===== src/source/dev_pkg.sv =====
package dev_pkg;

	// host bus widths
	localparam int DATA_W = 32;
	localparam int ADDR_W = 16;
	localparam int SEL_W = 4;
	localparam int BYTE_W = DATA_W / SEL_W;

	// slot map, each device owns 256 bytes of the window
	localparam int SLOT_ADDR_W = 8;
	localparam int SLOT_FIELD_W = ADDR_W - SLOT_ADDR_W;
	localparam int NUM_SLOTS = 4;
	localparam int SLOT_IDX_W = 2;
	localparam logic [SLOT_FIELD_W-1:0] SLOT_LIMIT = SLOT_FIELD_W'(NUM_SLOTS);

	// word select inside a slot, bits between PAD_LSB and the slot field must be zero
	localparam int REG_LSB = 2;
	localparam int PAD_LSB = 4;

	// scratch words per device
	localparam int NUM_SCRATCH = 3;

	typedef enum logic [1:0] {
		REG_DATA0 = 2'd0,
		REG_DATA1 = 2'd1,
		REG_DATA2 = 2'd2,
		REG_IRQ = 2'd3
	} reg_id_t;

	typedef enum logic [1:0] {
		DEC_IDLE = 2'd0,
		DEC_ISSUE = 2'd1,
		DEC_WAIT = 2'd2
	} dec_state_t;

	typedef enum logic [1:0] {
		COL_IDLE = 2'd0,
		COL_ACK = 2'd1,
		COL_DROP = 2'd2
	} col_state_t;

	// request from the host, 53 bits
	typedef struct packed {
		logic [ADDR_W-1:0] addr;
		logic we;
		logic [SEL_W-1:0] sel;
		logic [DATA_W-1:0] wdata;
	} bus_req_t;

	// response to the host, 33 bits
	typedef struct packed {
		logic [DATA_W-1:0] rdata;
		logic err;
	} bus_rsp_t;

	// access handed to one slot, 39 bits
	typedef struct packed {
		reg_id_t reg_id;
		logic we;
		logic [SEL_W-1:0] sel;
		logic [DATA_W-1:0] wdata;
	} slot_acc_t;

endpackage


===== src/source/dev_bus_top.sv =====
`timescale 1ns/1ns

module dev_bus_top (
	input logic clk_cpu,
	input logic reset_i,
	input logic req_i,
	input dev_pkg::bus_req_t req_data_i,
	output logic ack_o,
	output dev_pkg::bus_rsp_t rsp_o,
	output logic [dev_pkg::NUM_SLOTS-1:0] irq_o
	);

	// decoder to slots
	logic [dev_pkg::NUM_SLOTS-1:0] acc_stb;
	dev_pkg::slot_acc_t acc;

	// slots to collector
	logic [dev_pkg::NUM_SLOTS-1:0] rsp_vld;
	logic [dev_pkg::NUM_SLOTS-1:0][dev_pkg::DATA_W-1:0] rsp_data;

	// decoder and collector handshake
	logic err_stb;
	logic done;

	dev_decoder u_decoder (
		.clk_cpu(clk_cpu),
		.reset_i(reset_i),
		.req_i(req_i),
		.req_data_i(req_data_i),
		.done_i(done),
		.acc_stb_o(acc_stb),
		.acc_o(acc),
		.err_stb_o(err_stb)
		);

	// one device per slot, slot n drives irq_o[n]
	for (genvar n = 0; n < dev_pkg::NUM_SLOTS; n++) begin : g_slot
		dev_slot u_slot (
			.clk_cpu(clk_cpu),
			.reset_i(reset_i),
			.acc_stb_i(acc_stb[n]),
			.acc_i(acc),
			.rsp_vld_o(rsp_vld[n]),
			.rsp_data_o(rsp_data[n]),
			.irq_o(irq_o[n])
			);
	end

	dev_collect u_collect (
		.clk_cpu(clk_cpu),
		.reset_i(reset_i),
		.req_i(req_i),
		.rsp_vld_i(rsp_vld),
		.rsp_data_i(rsp_data),
		.err_stb_i(err_stb),
		.ack_o(ack_o),
		.rsp_o(rsp_o),
		.done_o(done)
		);

endmodule


===== src/source/dev_collect.sv =====
`timescale 1ns/1ns

module dev_collect (
	input logic clk_cpu,
	input logic reset_i,
	input logic req_i,
	input logic [dev_pkg::NUM_SLOTS-1:0] rsp_vld_i,
	input logic [dev_pkg::NUM_SLOTS-1:0][dev_pkg::DATA_W-1:0] rsp_data_i,
	input logic err_stb_i,
	output logic ack_o,
	output dev_pkg::bus_rsp_t rsp_o,
	output logic done_o
	);

	dev_pkg::col_state_t state;

	logic any_vld;
	logic [dev_pkg::DATA_W-1:0] sel_word;

	assign any_vld = |rsp_vld_i;

	// pick the answering slot, at most one valid bit is set
	always_comb begin
		sel_word = '0;
		for (int i = 0; i < dev_pkg::NUM_SLOTS; i++) begin
			if (rsp_vld_i[i])
				sel_word = sel_word | rsp_data_i[i];
		end
	end

	always_ff @(posedge clk_cpu) begin
		if (reset_i) begin
			state <= dev_pkg::COL_IDLE;
			ack_o <= 1'b0;
			rsp_o <= '0;
			done_o <= 1'b0;
		end else begin
			done_o <= 1'b0;
			case (state)
				dev_pkg::COL_IDLE: begin
					if (err_stb_i) begin
						rsp_o.rdata <= '0;
						rsp_o.err <= 1'b1;
						ack_o <= 1'b1;
						state <= dev_pkg::COL_ACK;
					end else if (any_vld) begin
						rsp_o.rdata <= sel_word;
						rsp_o.err <= 1'b0;
						ack_o <= 1'b1;
						state <= dev_pkg::COL_ACK;
					end
				end
				dev_pkg::COL_ACK: begin
					// response holds while the host keeps req_i up
					if (!req_i) begin
						ack_o <= 1'b0;
						rsp_o <= '0;
						done_o <= 1'b1;
						state <= dev_pkg::COL_DROP;
					end
				end
				dev_pkg::COL_DROP: begin
					// done pulse is out, decoder returns to idle
					state <= dev_pkg::COL_IDLE;
				end
				default: begin
					state <= dev_pkg::COL_IDLE;
				end
			endcase
		end
	end

endmodule


===== src/source/dev_decoder.sv =====
`timescale 1ns/1ns

module dev_decoder (
	input logic clk_cpu,
	input logic reset_i,
	input logic req_i,
	input dev_pkg::bus_req_t req_data_i,
	input logic done_i,
	output logic [dev_pkg::NUM_SLOTS-1:0] acc_stb_o,
	output dev_pkg::slot_acc_t acc_o,
	output logic err_stb_o
	);

	dev_pkg::dec_state_t state;

	logic take;
	logic [dev_pkg::SLOT_FIELD_W-1:0] slot_field;
	logic bad_slot;
	logic bad_pad;

	// captured with the request
	logic [dev_pkg::SLOT_IDX_W-1:0] slot_q;
	logic err_q;

	// error pulse lags one cycle, like a slot response
	logic err_dly;

	logic [dev_pkg::NUM_SLOTS-1:0] stb_onehot;

	// a request is only taken from idle, a held req_i in wait is ignored
	assign take = (state == dev_pkg::DEC_IDLE) && req_i;

	// address fields
	assign slot_field = req_data_i.addr[dev_pkg::ADDR_W-1:dev_pkg::SLOT_ADDR_W];
	assign bad_slot = slot_field >= dev_pkg::SLOT_LIMIT;
	assign bad_pad = |req_data_i.addr[dev_pkg::SLOT_ADDR_W-1:dev_pkg::PAD_LSB];

	always_comb begin
		stb_onehot = '0;
		stb_onehot[slot_q] = 1'b1;
	end

	// payload capture
	always_ff @(posedge clk_cpu) begin
		if (take) begin
			slot_q <= slot_field[dev_pkg::SLOT_IDX_W-1:0];
			err_q <= bad_slot | bad_pad;
			acc_o.reg_id <= dev_pkg::reg_id_t'(
				req_data_i.addr[dev_pkg::PAD_LSB-1:dev_pkg::REG_LSB]);
			acc_o.we <= req_data_i.we;
			acc_o.sel <= req_data_i.sel;
			acc_o.wdata <= req_data_i.wdata;
		end
	end

	always_ff @(posedge clk_cpu) begin
		if (reset_i) begin
			state <= dev_pkg::DEC_IDLE;
			acc_stb_o <= '0;
			err_stb_o <= 1'b0;
			err_dly <= 1'b0;
		end else begin
			// strobes last one cycle
			acc_stb_o <= '0;
			err_stb_o <= err_dly;
			err_dly <= 1'b0;
			case (state)
				dev_pkg::DEC_IDLE: begin
					if (req_i)
						state <= dev_pkg::DEC_ISSUE;
				end
				dev_pkg::DEC_ISSUE: begin
					// bad address goes to the collector one cycle later
					if (err_q)
						err_dly <= 1'b1;
					else
						acc_stb_o <= stb_onehot;
					state <= dev_pkg::DEC_WAIT;
				end
				dev_pkg::DEC_WAIT: begin
					// hold until the host has closed the handshake
					if (done_i)
						state <= dev_pkg::DEC_IDLE;
				end
				default: begin
					state <= dev_pkg::DEC_IDLE;
				end
			endcase
		end
	end

endmodule


===== src/source/dev_slot.sv =====
`timescale 1ns/1ns

module dev_slot (
	input logic clk_cpu,
	input logic reset_i,
	input logic acc_stb_i,
	input dev_pkg::slot_acc_t acc_i,
	output logic rsp_vld_o,
	output logic [dev_pkg::DATA_W-1:0] rsp_data_o,
	output logic irq_o
	);

	logic [dev_pkg::NUM_SCRATCH-1:0][dev_pkg::DATA_W-1:0] scratch;
	logic [dev_pkg::DATA_W-1:0] rd_word;
	logic is_irq;
	logic do_write;

	assign is_irq = (acc_i.reg_id == dev_pkg::REG_IRQ);
	assign do_write = acc_stb_i && acc_i.we;

	// read mux, irq sits in bit 0
	always_comb begin
		if (is_irq)
			rd_word = {{(dev_pkg::DATA_W-1){1'b0}}, irq_o};
		else
			rd_word = scratch[acc_i.reg_id];
	end

	// register state
	always_ff @(posedge clk_cpu) begin
		if (reset_i) begin
			scratch <= '0;
			irq_o <= 1'b0;
		end else if (do_write) begin
			if (is_irq) begin
				// only byte lane 0 reaches the irq bit
				if (acc_i.sel[0])
					irq_o <= acc_i.wdata[0];
			end else begin
				for (int b = 0; b < dev_pkg::SEL_W; b++) begin
					if (acc_i.sel[b])
						scratch[acc_i.reg_id][b*dev_pkg::BYTE_W +: dev_pkg::BYTE_W] <=
							acc_i.wdata[b*dev_pkg::BYTE_W +: dev_pkg::BYTE_W];
				end
			end
		end
	end

	// response one cycle after the strobe
	always_ff @(posedge clk_cpu) begin
		if (reset_i)
			rsp_vld_o <= 1'b0;
		else
			rsp_vld_o <= acc_stb_i;
	end

	always_ff @(posedge clk_cpu) begin
		if (acc_stb_i) begin
			// writes answer with zero
			if (acc_i.we)
				rsp_data_o <= '0;
			else
				rsp_data_o <= rd_word;
		end
	end

endmodule


===== config.mk =====
export PLATFORM = sky130hd
export DESIGN_NAME = dev_bus_top
export DESIGN_NICKNAME = d
export VERILOG_FILES = /design/src/source/dev_pkg.sv /design/src/source/dev_bus_top.sv /design/src/source/dev_collect.sv /design/src/source/dev_decoder.sv /design/src/source/dev_slot.sv
export SDC_FILE = /design/constraint.sdc
export NUM_CORES = 1
export LEC_CHECK = 0
export BUFFER_PORTS_ARGS = -buffer_cell sky130_fd_sc_hd__buf_2
export CORE_ASPECT_RATIO = 0.6
export CORE_MARGIN = 2
export CORE_UTILIZATION = 50
export DETAILED_ROUTE_END_ITERATION = 12
export GPL_TIMING_DRIVEN = 0
export PLACE_DENSITY = 0.7
export SYNTH_ARGS = -nofsm -noshare
export SYNTH_HDL_FRONTEND = slang
export SYNTH_SLANG_ARGS = --single-unit

===== constraint.sdc =====
create_clock -name clk_cpu -period 6.18 [get_ports clk_cpu]
set_input_delay 1.236 -clock clk_cpu [delete_from_list [all_inputs] [get_ports clk_cpu]]
set_output_delay 1.236 -clock clk_cpu [all_outputs]
set_load 0.005 [all_outputs]

# ---- After elaboration in Yosys (flattened, before gate mapping)
# Cells that the tools add are included.
dict set report word_totals {
  reg_bits 607
  inputBits 56
  elab_cells 201
}
dict set report op_classes {
  order_cmp 5
  eq_ne 8
  n_mux 111
  bitwise_logic 7
  n_reduce_logical 27
}
# cell count
set ops {}
lappend ops {{$mux 96} 52}
lappend ops {{$bwmux 96} 16}
lappend ops {{$mux 32} 9}
lappend ops {{$bmux 32 s2} 4}
lappend ops {{$demux 32 s2} 4}
lappend ops {{$mux 33} 3}
lappend ops {{$or 32x32->32} 3}
lappend ops {{$pmux 33 s2} 1}
lappend ops {{$mux 24} 1}
lappend ops {{$mux 16} 1}
lappend ops {{$reduce_and 3->1} 5}
lappend ops {{$reduce_and 2->1} 6}
lappend ops {{$mux 1} 10}
lappend ops {{$mux 2} 5}
lappend ops {{$ge 8x3->1 const B} 1}
lappend ops {{$mux 8} 1}
lappend ops {{$reduce_or 4->1} 2}
lappend ops {{$logic_and 1x1->1} 7}
lappend ops {{$lt 2x3->1 const B} 2}
lappend ops {{$pmux 2 s3} 1}
lappend ops {{$reduce_or 2->1} 3}
lappend ops {{$eq 2x1->1 const B} 2}
lappend ops {{$eq 2x2->1 const B} 2}
lappend ops {{$ge 2x1->1 const B} 2}
lappend ops {{other kinds (11)} 15}

# ---- Logic depth before layout (Yosys ltp)
# Gate-level depths: netlist of run 1.
dict set report depth {
  word_depth 21
  mapped_depth 6
  mapped_depth_nobuf 3
}

# ---- Modules after synthesis
# From an unflattened synthesis of run 1, not the netlist that was laid out.
dict set report unflattened {
  hier_cells 2399
  hier_area_um2 26444.1
}
# mod instances cells_per_inst area_per_inst_um2
set by_module_without_submodules {}
lappend by_module_without_submodules {{dev_slot at g_slot[0].u_slot ...} 3 531 5724.2}
lappend by_module_without_submodules {{dev_slot at g_slot[2].u_slot} 1 531 5759.3}
lappend by_module_without_submodules {dev_collect 1 208 1968.1}
lappend by_module_without_submodules {dev_decoder 1 67 1544.0}

# ---- Worst setup path after synthesis of run 1
# OpenSTA, ideal clock, no wires.
dict set report synth_timing {
  kind {in2reg}
  from {input req_i}
  to {register u_decoder.acc_o[0] (netlist bit) (enable)}
  setup_time_ns 0.504
  arrival_ns 4.345
  slack_ns 1.332
  stages 1
  path_buffers 0
  cell_sequence {nor3b_1}
}
dict set report synth_via {
  elab_chain_cells 1
}
# item line_no
set synth_lines {}
lappend synth_lines {{start: declaration} dev_bus_top.sv:6} ;# input logic req_i,
lappend synth_lines {{$logic_and 1x1->1} dev_decoder.sv:31} ;# assign take = (state == dev_pkg::DEC_IDLE) && req_i;
lappend synth_lines {{end: declaration} dev_decoder.sv:10} ;# output dev_pkg::slot_acc_t acc_o,
# No other way between the ends.
# A chain may end at the register's enable or synchronous reset.

==> metrics list, run 1 <==
* Run status: complete, no violations
- At the later pin of the worst-skew pair, clock insertion delay measures ~0.6 ns.
- The worst setup path is of the primary input to register kind.
* Utilization of the core after routing: 0.5724
* Number of cells on the worst reg-to-reg path: 4
- From synthesis to final layout, the design area changed by 12.34%.
- Counting flops and latches in the post-synthesis netlist gives 607.
- Leading cell type in the layout, fill and taps excluded: sky130_fd_sc_hd__mux2i_1
- Setup violations remaining at the end of the flow were counted as 0.
- By area, the combinational part of the netlist is dominated by multiplexers.
- The Yosys step of the flow raised 0 warnings.
- Sink count of the clock tree: slightly above 600
- In this run the static leakage power is approximately 13 nW.
* Time the worst path needs with I/O delays and setup: around 2.8 ns
- On the critical path the largest part of the delay comes from buffers and inverters.
- The first detailed-routing pass ran for 5 iterations.
- Total power for the finished layout comes to 8.014 mW.
- Die Width: approximately 300 µm
* Tightest Pin Transition: 1.140 ns
* Combined area of all synthesized cells: ~26000 µm²
* Cell count along the critical path: 5
* Final Slew Violations: 0
- Std-Cell Core Area: approximately 51000 µm²
- Worst slew margin relative to its limit: 0.2402
* Number of H-tree branching levels: 2
* Worst clock skew: 0.01869 ns
* Worst IR drop on VDD: 0.1988 mV
- Entering global routing, the biggest net connects 24 pins.
- For this configuration, the core starts out at a cell density of 0.5095.
* Syn Inst Count: about 2200
- Number of fillers in the final layout: about 4300
- The worst setup path is launched from a primary input.
* TritonCTS buffer count: between 50 and 60
- The signal on the critical path passes through buf_2 > clkbuf_1 > clkbuf_1 > nand2b_1 > mux2i_1.
- Die area: 54130 µm²
* Endpoint kind of the worst setup timing path: register
- The count of final hold-check violations was 0.
- The tool flagged a number of max-cap violations equal to 0.
- For this run, the post-layout net count is around 2400.
- After detailed routing, the number of vias per cell comes to approximately 6.
* Mux contribution to synthesized area: 0.1997
* Antenna violations before repair: 5
- Min-delay worst type: register to register
- For this run the aggregate overflow at the end of global routing stands at 0.
- CP max stage cell: sky130_fd_sc_hd__clkbuf_1
- The fraction of the mapped netlist area in compound gates is 0.07580.
- In this run the remaining antenna-violating nets after routing total 0.
- TritonCTS clock tree: built
- Number of cells after detailed placement: roughly 3000
- Critical path data arrival time: 3.29 ns
* Routability congestion estimate: around 0.91
- Worst-path fanout max: 10
* Fin Setup TNS: 0 ns
* Detailed router's first-iteration violation count: about 1900
- Post-Syn Nets: 2281
* Post-route insts no fill: about 3100
- Summed area of non-filler cells in the final layout: between 20000 and 30000 µm²
* Number of cells on the worst hold path: 2
* Via total after detailed routing: 18410
* Routed WL per cell: approximately 26 µm
- Crit share post-route: 0.4592
- Basic-gate share of the synthesized area counting and, or, nand and nor cells: 0.1538
- Number of buffer and inverter instances along the worst setup path: 3
* Number of hold buffers added after CTS: 0
- Detailed placer's ending HPWL: between 50 and 60 mm
* Cell mode on critical path: sky130_fd_sc_hd__clkbuf_1
- First-pass GRT wire length: between 100 and 150 mm
- Share of final-layout standard cells stronger than drive strength 1: 0.1282
* Cell at the root of the clock tree: sky130_fd_sc_hd__clkbuf_16
- Tot GR Track Use: 0.2911
* Cell area after placement: around 28000 µm²
- Row generation in the floorplan step produced 64 rows.
- In the routed design, unresolved DRC markers number 0.
- Clock-pin slew was measured on the worst setup and hold paths at 0.07 ns.
* Largest stage delay on the critical path: around 0.77 ns
* Count of input and output buffers: 90
- Most frequent cells in the layout: sky130_fd_sc_hd__mux2i_1, sky130_fd_sc_hd__dfxtp_1, sky130_fd_sc_hd__nand2b_1
* Top-level port count: 94
- Vias in the first global route: around 19000
* Share of the yosys chip area belonging to registers: 0.5305
- DRT Wirelength: between 70 and 80 mm
- Setup fix buffers added after clock tree synthesis: 0
- Syn Area/Cell: roughly 12 µm²
- Data on the critical path is required at its endpoint by roughly 6.6 ns.
- The number of gates resized after CTS was 0.
- Share of the synthesized netlist area taken by xor and xnor gates: 0
- Longest Clk Path Bufs: 3
- Measured along the y axis, the die boundary spans 181.0 µm.
* Max frequency: about 350 MHz
- Power per cell area: roughly 270 nW/µm²
- Setup repair after global routing left no endpoint under its margin.
* Count of unique library cells instantiated by Yosys: 44
- Synth Area in Adders: 0
[worst paths after layout]
path                       startpoint                             end  slack (ns)
setup / recovery              reset_i    g_slot[3].u_slot.scratch[50]        3.34
setup reg to reg  u_decoder.acc_o[36]  g_slot[1].u_slot.rsp_data_o[9]        3.70
hold / removal    u_collect.rsp_o[21]             u_collect.rsp_o[21]        0.47
hold reg to reg   u_collect.rsp_o[21]             u_collect.rsp_o[21]        0.47
[cell type report]
| class | instances | area [µm²] | share of cell area |
|---|---|---|---|
| Sequential cell | 607 | 13860 | 0.4724 |
| Multi-Input combinational cell | 1395 | 11220 | 0.3823 |
| Clock buffer | 88 | 1644 | 0.05604 |
| Buffer | 191 | 929.6 | 0.03169 |
| Tap cell | 693 | 867.1 | 0.02956 |
| Timing Repair Buffer | 97 | 568.0 | 0.01936 |
| Clock inverter | 15 | 125.1 | 0.004265 |
| Inverter | 32 | 120.1 | 0.004095 |
| Antenna cell | 3 | 7.507 | 0.0002559 |
[flip-flops by register name (all words and copies together), names as in the netlist]
register,flops
g_slot.u_slot.rsp_vld_o,4
u_decoder.state,2
u_decoder.err_q,1
u_decoder.slot_q,2
u_collect.state,2
u_collect.rsp_o,33
g_slot.u_slot.rsp_data_o,128
g_slot.u_slot.scratch,384
u_collect.ack_o,1
u_decoder.err_stb_o,1
u_collect.done_o,1
u_decoder.err_dly,1
u_decoder.acc_o,39
g_slot.u_slot.irq_o,4
u_decoder.acc_stb_o,4
[per-layer routing]
layer | wire, µm | up-vias | part of all wire | track usage
met3 | 7984 | 158 | 0.10 | 0.06818
met1 | 36520 | 9195 | 0.46 | 0.4337
met5 | 0 | - | 0 | 0
met4 | 2552 | 0 | 0.032 | 0.09580
met2 | 32580 | 878 | 0.41 | 0.4131
li1 | - | 8183 | - | -
[power breakdown]
group	leakage (nW)	switching, mW	internal (mW)
registers	5.40	0.0125	4.10
clock network	0.863	1.54	1.90
logic	6.90	0.315	0.153
total	13.2	1.86	6.15
[stage by stage]
step           hold WS [ns]  setup WS [ns]
3_5_place_dp         0.4302          2.805
3_3_place_gp         0.4583        -0.9478
6_report             0.4750          3.342
5_1_grt              0.4835          3.344
2_1_floorplan        0.4138          1.332
4_1_cts              0.4739          3.408
[logic make-up (layout without fill, tap and decap cells)]
logic type             Yosys count  count (layout)
DFF                            607             607
and+or+nand+nor                652             652
muxes                          516             516
AOI/OAI and AO/OA              227             227
buffers and inverters          223             423
other                            0               3
[tightest hold or removal path: stages (launching register included)]
cell and delay [ns]:
sky130_fd_sc_hd__dfxtp_1 0.31, sky130_fd_sc_hd__inv_1 0.05, sky130_fd_sc_hd__o32ai_1 0.07
[cell usage after synthesis (all sizes together)]
library cell  count  share of area
a22o             32          0.011
nor4bb            1        0.00038
a2111oi           1        0.00034
and3b             4         0.0013
dfxtp           437           0.34
nand2            32         0.0080
mux2i           512           0.20
and4              1        0.00034
edfxtp          170           0.20
nor2            132          0.019
nand3b            1        0.00029
inv              32         0.0046
and4b             3         0.0011
nor2b            16         0.0038
o32ai            33          0.011
nand4             2        0.00072
nor4b             1        0.00057
a21o              1        0.00029
buf              85          0.020
mux4              4         0.0034
or4               1        0.00043
a221oi           32          0.011
nand2b          421           0.10
and3              2        0.00048
and4bb            1        0.00048
a31oi             1        0.00024
a2bb2oi         124          0.042
o21a              1        0.00029
a21oi             2        0.00053
nor4              3         0.0013
nor3b             3        0.00086
and2              7         0.0017
nand3            21          0.012
clkbuf          106          0.015
Note: power is estimated with default switching activity, not from simulation.
==> inputs of run 2 (changes only) <==
--- a/config.mk
+++ b/config.mk
@@ -11,7 +11,7 @@
 export CORE_UTILIZATION = 50
 export DETAILED_ROUTE_END_ITERATION = 12
 export GPL_TIMING_DRIVEN = 0
-export PLACE_DENSITY = 0.7
+export PLACE_DENSITY = 0.72
 export SYNTH_ARGS = -nofsm -noshare
 export SYNTH_HDL_FRONTEND = slang
 export SYNTH_SLANG_ARGS = --single-unit
==> constraint.sdc (replaced) <==
create_clock -name clk_cpu -period 2.5 [get_ports clk_cpu]
set_input_delay 0.5 -clock clk_cpu [delete_from_list [all_inputs] [get_ports clk_cpu]]
set_output_delay 0.5 -clock clk_cpu [all_outputs]
set_load 0.005 [all_outputs]
==> run 2 against run 1 <==
Net effect:
- first-iteration DRC count is 3.8% lower
- critical path depth stayed put
- global-route usage is 0.24 points lower
- hold slack worse by 0.40 ns
- die area stayed put
- sequential share of layout area is 0.22 points lower
- count of clock-buffer cells in the layout is 9 lower
- critical path type is now register to register
- critical endpoint is now g_slot[1].u_slot.rsp_data_o[9]
- largest cell class unchanged
==> metrics list, run 2 (synthesis results as in run 1) <==
* Run status: complete, no violations
- More flip-flops sit in one register than any other, and that register is g_slot.u_slot.scratch.
- In the global route stage, overall resource usage came out at 0.2887.
* Starting density of the core: 0.5095
- Clock Pin Slew Worst Setup and Hold Paths: 0.07 ns
* Cell at the root of the clock tree: sky130_fd_sc_hd__clkbuf_16
- The worst hold path belongs to the class primary input to register.
- Power per cell area: 690.6 nW/µm²
- STA classifies the critical path endpoint as a register.
* Leakage power: roughly 13 nW
* Max frequency: 400.9 MHz
* Top-level port count: 94
- Tightest Pin Transition: between 1 and 1.5 ns
* Detailed placer's ending HPWL: about 56 mm
- Overall die height: ~180 µm
- In the final timing run, aggregate negative setup slack is 0 ns.
- After clock tree synthesis, the repair step resized 0 gates.
- The die covers ~54000 µm².
- The signal on the critical path passes through buf_2 > buf_4 > clkbuf_1 > a2bb2oi_1 > nor2_1.
- For this block, the initial DRC count from the detailed router was roughly 1800.
- Before antenna repair, the detailed router went through 8 iterations.
- Worst-path fanout max: 10
- Syn-to-layout area delta: 12.87%
- The cell family contributing the most delay on the critical path is buffers and inverters.
* Startpoint class of the critical path: register
- The design draws 20.35 mW.
- After floorplanning, the core was divided into 64 placement rows.
* Vias in the first global route: 18530
- Largest registers ranked by flip-flop count: g_slot.u_slot.scratch: 384 flops, g_slot.u_slot.rsp_data_o: 128 flops, u_decoder.acc_o: 39 flops
* Routability congestion estimate: approximately 0.9
- Setup fix buffers added after clock tree synthesis: 0
- Share of final-layout standard cells stronger than drive strength 1: 0.1304
- Total gr overflow: 0
* CP max stage cell: sky130_fd_sc_hd__clkbuf_1
- Setup repair after global routing missed its margin: false
* Largest stage delay on the critical path: 0.64 ns
* Time the worst path needs with I/O delays and setup: ~2.5 ns
* Sink count of the clock tree: ~600
- Number of routed nets with antenna violations: 0
- Entering global routing, the biggest net connects 24 pins.
* Number of buffer and inverter instances along the worst setup path: 3
* Via total after detailed routing: around 18000
- Vias per cell: 5.869
- Crit share post-route: 0.9977
* Antenna violations before repair: 2
* First-pass GRT wire length: between 100 and 150 mm
- The register with the most flip-flops in the layout has about 380 of them.
* TritonCTS buffer count: 54
- Clock insertion delay at the later pin of the skew report: ~0.6 ns
- Utilization of the core after routing: 0.5751
- STA puts the critical path data arrival time at roughly 2.8 ns.
- The count of final hold-check violations was 0.
- The tool flagged a number of max-cap violations equal to 0.
* Crit Path Category: register to register
- The final layout contains between 2000 and 2500 nets.
- For this block, the routed nets add up to 79.65 mm of wire.
- TritonCTS clock tree: built
- Required time of the critical path: ~2.8 ns
- Setup violations remaining at the end of the flow were counted as 0.
- The library cells used most frequently in the layout, excluding fill and tap cells, are sky130_fd_sc_hd__mux2i_1, sky130_fd_sc_hd__dfxtp_1, sky130_fd_sc_hd__nand2b_1.
* Leading cell type in the layout, fill and taps excluded: sky130_fd_sc_hd__mux2i_1
* Routed WL per cell: about 26 µm
* Worst slew margin relative to its limit: 0.1939
* Number of H-tree branching levels: 2
- The clock arrives with 0.02032 ns of skew.
* Worst IR drop on VDD: roughly 0.49 mV
- Longest Clk Path Bufs: 3
* Die Width: 299.0 µm
* Final Slew Violations: 0
- Count of input and output buffers: 90
- In the routed design, unresolved DRC markers number 0.
* Std-Cell Core Area: ~51000 µm²
- For this design, the CTS-stage hold fixing added 0 buffers.
==> run 2: layout make-up <==
class	count	area, µm²
Inverter	32	120.1
Buffer	191	929.6
Timing Repair Buffer	96	573.1
Multi-Input combinational cell	1395	11220
Sequential cell	607	13860
Clock inverter	23	314.1
Clock buffer	79	1589
Antenna cell	1	2.502
Fill cell	4252	21770
Tap cell	693	867.1
==> run 2: per-stage QoR <==
stage               instance area (µm²)  std cells  hold slack [ns]  worst slack (ns)
finish                            29480       3117          0.07266          0.005748
global route                      29470       3116          0.06129          0.004839
CTS                               29470       3116          0.06678           0.08914
detailed placement                27570       3014           0.4624           0.02315
global placement                  27440       3008           0.4582           -0.8160
floorplan                         26130       2225           0.4138            0.3313
==> run 2: path summary, 6_finish.rpt <==
check / start / to / slack [ns] / cells past startpoint
worst max-delay path: u_decoder.acc_o[38] / g_slot[1].u_slot.rsp_data_o[9] / 0.006 / 5
worst min-delay path: req_data_i[45] / u_decoder.slot_q[0] / 0.07 / 1
worst max register to register: u_decoder.acc_o[38] / g_slot[1].u_slot.rsp_data_o[9] / 0.006 / 5
worst min register to register: g_slot[0].u_slot.scratch[56] / g_slot[0].u_slot.scratch[56] / 0.47 / 2
==> run 2: power by group <==
part / switching, mW / internal, mW
logic: 0.776 / 0.382
registers: 0.0330 / 10.1
clock network: 3.81 / 5.23
==> run 2: worst register-to-register path: stages (launching register included) <==
cell,delay [ns]
sky130_fd_sc_hd__edfxtp_1,0.57
sky130_fd_sc_hd__buf_2,0.28
sky130_fd_sc_hd__buf_4,0.29
sky130_fd_sc_hd__clkbuf_1,0.64
sky130_fd_sc_hd__a2bb2oi_1,0.32
sky130_fd_sc_hd__nor2_1,0.10
==> run 2: metal layers <==
metal,global-route usage,part of all wire
met4,0.09300,0.034
met1,0.4173,0.44
met5,0,0
met2,0.4127,0.41
met3,0.08478,0.12
==> inputs of run 3 (changes only) <==
--- a/config.mk
+++ b/config.mk
@@ -12,6 +12,7 @@
 export DETAILED_ROUTE_END_ITERATION = 12
 export GPL_TIMING_DRIVEN = 0
 export PLACE_DENSITY = 0.72
+export SETUP_SLACK_MARGIN = 0.3
 export SYNTH_ARGS = -nofsm -noshare
 export SYNTH_HDL_FRONTEND = slang
 export SYNTH_SLANG_ARGS = --single-unit
==> run 3 against run 2 <==
Net effect:
- sequential power about the same
- worst setup slack gained 0.28 ns
- core utilization is 0.090 points higher
- highest routed layer unchanged
- largest power group unchanged
- die area unchanged
- hold slack improved by 0.0067 ns
- total power about the same
==> metrics list, run 3 (synthesis results as in run 1) <==
- The core region is a little over 50000 µm².
- Final hold analysis gives a worst-case slack of 0.07938 ns.
* Utilization of the core after routing: 0.5761
- Run status: complete, no violations
- Setup repair after global routing left no endpoint under its margin.
- The worst path in the final design needs a cycle of ~2.2 ns, including I/O delays and setup.
* Routed WL per cell: roughly 26 µm
- Buffers inserted during clock tree synthesis total 54.
- Number of hold buffers added after CTS: 0
- The number of cells on the worst reg-to-reg path is 5.
- The die is ~300 µm wide.
- The analysis attributes to cell leakage a power of 13.26 nW.
* Critical path data arrival time: roughly 2.5 ns
- The later pin in the worst-skew pair is clocked with a latency of 0.59 ns.
- For this run, global-route usage on met3 was measured as 0.08514.
- The die is ~180 µm tall.
- Power per cell area: a little under 700 nW/µm²
* Required time of the critical path: ~2.8 ns
- Leading cell type in the layout, fill and taps excluded: sky130_fd_sc_hd__mux2i_1
- Max frequency: 452.3 MHz
- Along the worst path, the maximum fanout reaches 10.
- Startpoint class of the critical path: register
- Vias in the first global route: 18530
* Longest Clk Path Bufs: 3
- In the global route stage, overall resource usage came out at 0.2888.
* Met1 layer usage reported by global route: 0.4171
- For this block, the initial DRC count from the detailed router was ~1900.
- After global routing, the most crowded layer is met1.
* Number of cells after detailed placement: 3014
- The largest registers in the layout are g_slot.u_slot.scratch: 384 flops, g_slot.u_slot.rsp_data_o: 128 flops, u_decoder.acc_o: 39 flops.
- TritonCTS clock tree: built
- The count of final hold-check violations is 0.
- Top-level port count: 94
- In this run the critical register-to-register path is launched from u_decoder.acc_o[38].
* Sink count of the clock tree: ~610
- The final route contains roughly 18000 vias.
- Leaving out filler cells and counting taps, the final layout contains about 3100.
- In this run the worst hold path is classified as primary input to register.
- Count of input and output buffers: 90
- Antenna violations before repair: 2
- Once detail routing completed, the nets flagged for antenna violations numbered 0.
- Along the worst hold path, the cell count comes to 1.
- The top cell types in the final layout, fill and taps aside, are sky130_fd_sc_hd__mux2i_1, sky130_fd_sc_hd__dfxtp_1, sky130_fd_sc_hd__nand2b_1.
- The tool flagged a number of max-cap violations equal to 0.
- Cell at the root of the clock tree: sky130_fd_sc_hd__clkbuf_16
* Die area: about 54000 µm²
- Vias per cell: roughly 5.9
- On the final layout, the worst clock skew is ~0.016 ns.
* Detailed placer's ending HPWL: roughly 56 mm
- Starting density of the core: 0.5095
- Clock Pin Slew Worst Setup and Hold Paths: roughly 0.08 ns
* DR DRC count: 0
- Endpoint kind of the worst setup timing path: register
- In the final design database the tool counted ~2400 nets.
- Global-route track usage on met2: 0.4127
* Crit share post-route: 0.8845
- The worst hold path terminates at u_decoder.slot_q[0].
* Final Setup Violations: 0
- First-pass GRT wire length: between 100 and 150 mm
- The finished cells cover between 20000 and 30000 µm².
- Reg-to-Reg End: g_slot[2].u_slot.rsp_data_o[1]
- The critical path in this run is classified as register to register.
- Tightest Pin Transition: 1.194 ns
- Syn-to-layout area delta: 13.05%
- g_slot.u_slot.scratch holds more flip-flops than any other register.
- The pre-antenna-repair detailed-routing pass consisted of 5 iterations.
* Routability congestion estimate: 0.9181
- Max reg flops: 384
* Count of standard-cell rows: 64
- Largest net degree at the start of global routing: 24
* Worst IR drop on VDD: 0.4896 mV
- Summed over all layers, the routed wires come to roughly 80 mm.
* Launch point of the worst hold path: req_data_i[45]
- The worst register-to-register path has a setup slack of 0.29 ns.
* Total power consumption of the routed design: 20.34 mW
- Measured against its own limit, the worst slew margin works out to 0.2039.
* Share of final-layout standard cells stronger than drive strength 1: 0.1333
- Summed over all layers, the global routing overflow is 0.
- Final Slew Violations: 0
* Number of H-tree branching levels: 2
- Cell area after placement: between 20000 and 30000 µm²
==> run 3: cell types whose count changed in the layout (fill, tap and decap cells not counted) <==
cell                       previous run  this run
sky130_fd_sc_hd__clkbuf_1           120       112
sky130_fd_sc_hd__dfxtp_2              4         0
sky130_fd_sc_hd__buf_8                1         2
sky130_fd_sc_hd__clkbuf_2             0         6
sky130_fd_sc_hd__a21oi_4              0         1
sky130_fd_sc_hd__buf_1                4         5
sky130_fd_sc_hd__buf_4               22        21
sky130_fd_sc_hd__clkbuf_4             0         5
sky130_fd_sc_hd__buf_2              140       136
sky130_fd_sc_hd__dfxtp_4              0         4
sky130_fd_sc_hd__a21oi_2              1         0
==> run 3: final cells by class <==
cell class	instances	area, µm²
inverter	32	120.1
timing repair buffer	96	573.1
buffer	191	958.4
sequential	607	13870
fill	4240	21730
tap	693	867.1
clock buffer	79	1589
clock inverter	23	314.1
multi-input combinational	1395	11230
antenna	1	2.502
==> run 3: power breakdown <==
group,total [mW],internal (mW),switching (mW),leakage [nW]
Clock,9.03,5.23,3.80,0.931
Combinational,1.16,0.386,0.774,6.93
Sequential,10.2,10.1,0.0331,5.40
==> run 3: worst max-delay path by stage <==
stage	to	start	slack, ns	cells after the start
after floorplan	g_slot[3].u_slot.scratch[88]	u_decoder.acc_stb_o[3]	0.33	5
after global placement	g_slot[1].u_slot.scratch[67]	u_decoder.acc_stb_o[1]	-0.82	5
after detailed placement	g_slot[3].u_slot.scratch[48]	reset_i	0.02	5
after CTS	u_collect.rsp_o[2]	g_slot[3].u_slot.rsp_vld_o	0.31	5
after global routing	g_slot[0].u_slot.scratch[84]	u_decoder.acc_stb_o[0]	0.30	5
final	g_slot[2].u_slot.rsp_data_o[1]	u_decoder.acc_o[38]	0.29	5
==> run 3: critical path: stages (launching register included) <==
cell                        delay, ns
sky130_fd_sc_hd__edfxtp_1        0.56
sky130_fd_sc_hd__buf_2           0.27
sky130_fd_sc_hd__buf_2           0.35
sky130_fd_sc_hd__buf_2           0.37
sky130_fd_sc_hd__a2bb2oi_1       0.23
sky130_fd_sc_hd__nor2_1          0.12
==> run 3: per-layer routing <==
layer,vias to the layer above,part of all wire
li1,8164,-
met1,9093,0.45
met2,898,0.41
met3,155,0.11
met4,0,0.033
met5,-,0
==> run 3: per-stage QoR <==
step           setup TNS, ns  worst slack, ns
6_report                   0           0.2888
3_3_place_gp         -240.34          -0.8160
5_1_grt                    0           0.3019
2_1_floorplan              0           0.3313
4_1_cts                    0           0.3134
3_5_place_dp               0          0.02315
==> run 3: timing repair <==
action | in CTS | in global routing
setup buffers | 0 | 0
gates resized for setup | 9 | 13
gates cloned | 0 | 0
endpoints found under the hold margin | 0 | 0
endpoints found under the setup margin | 189 | 95
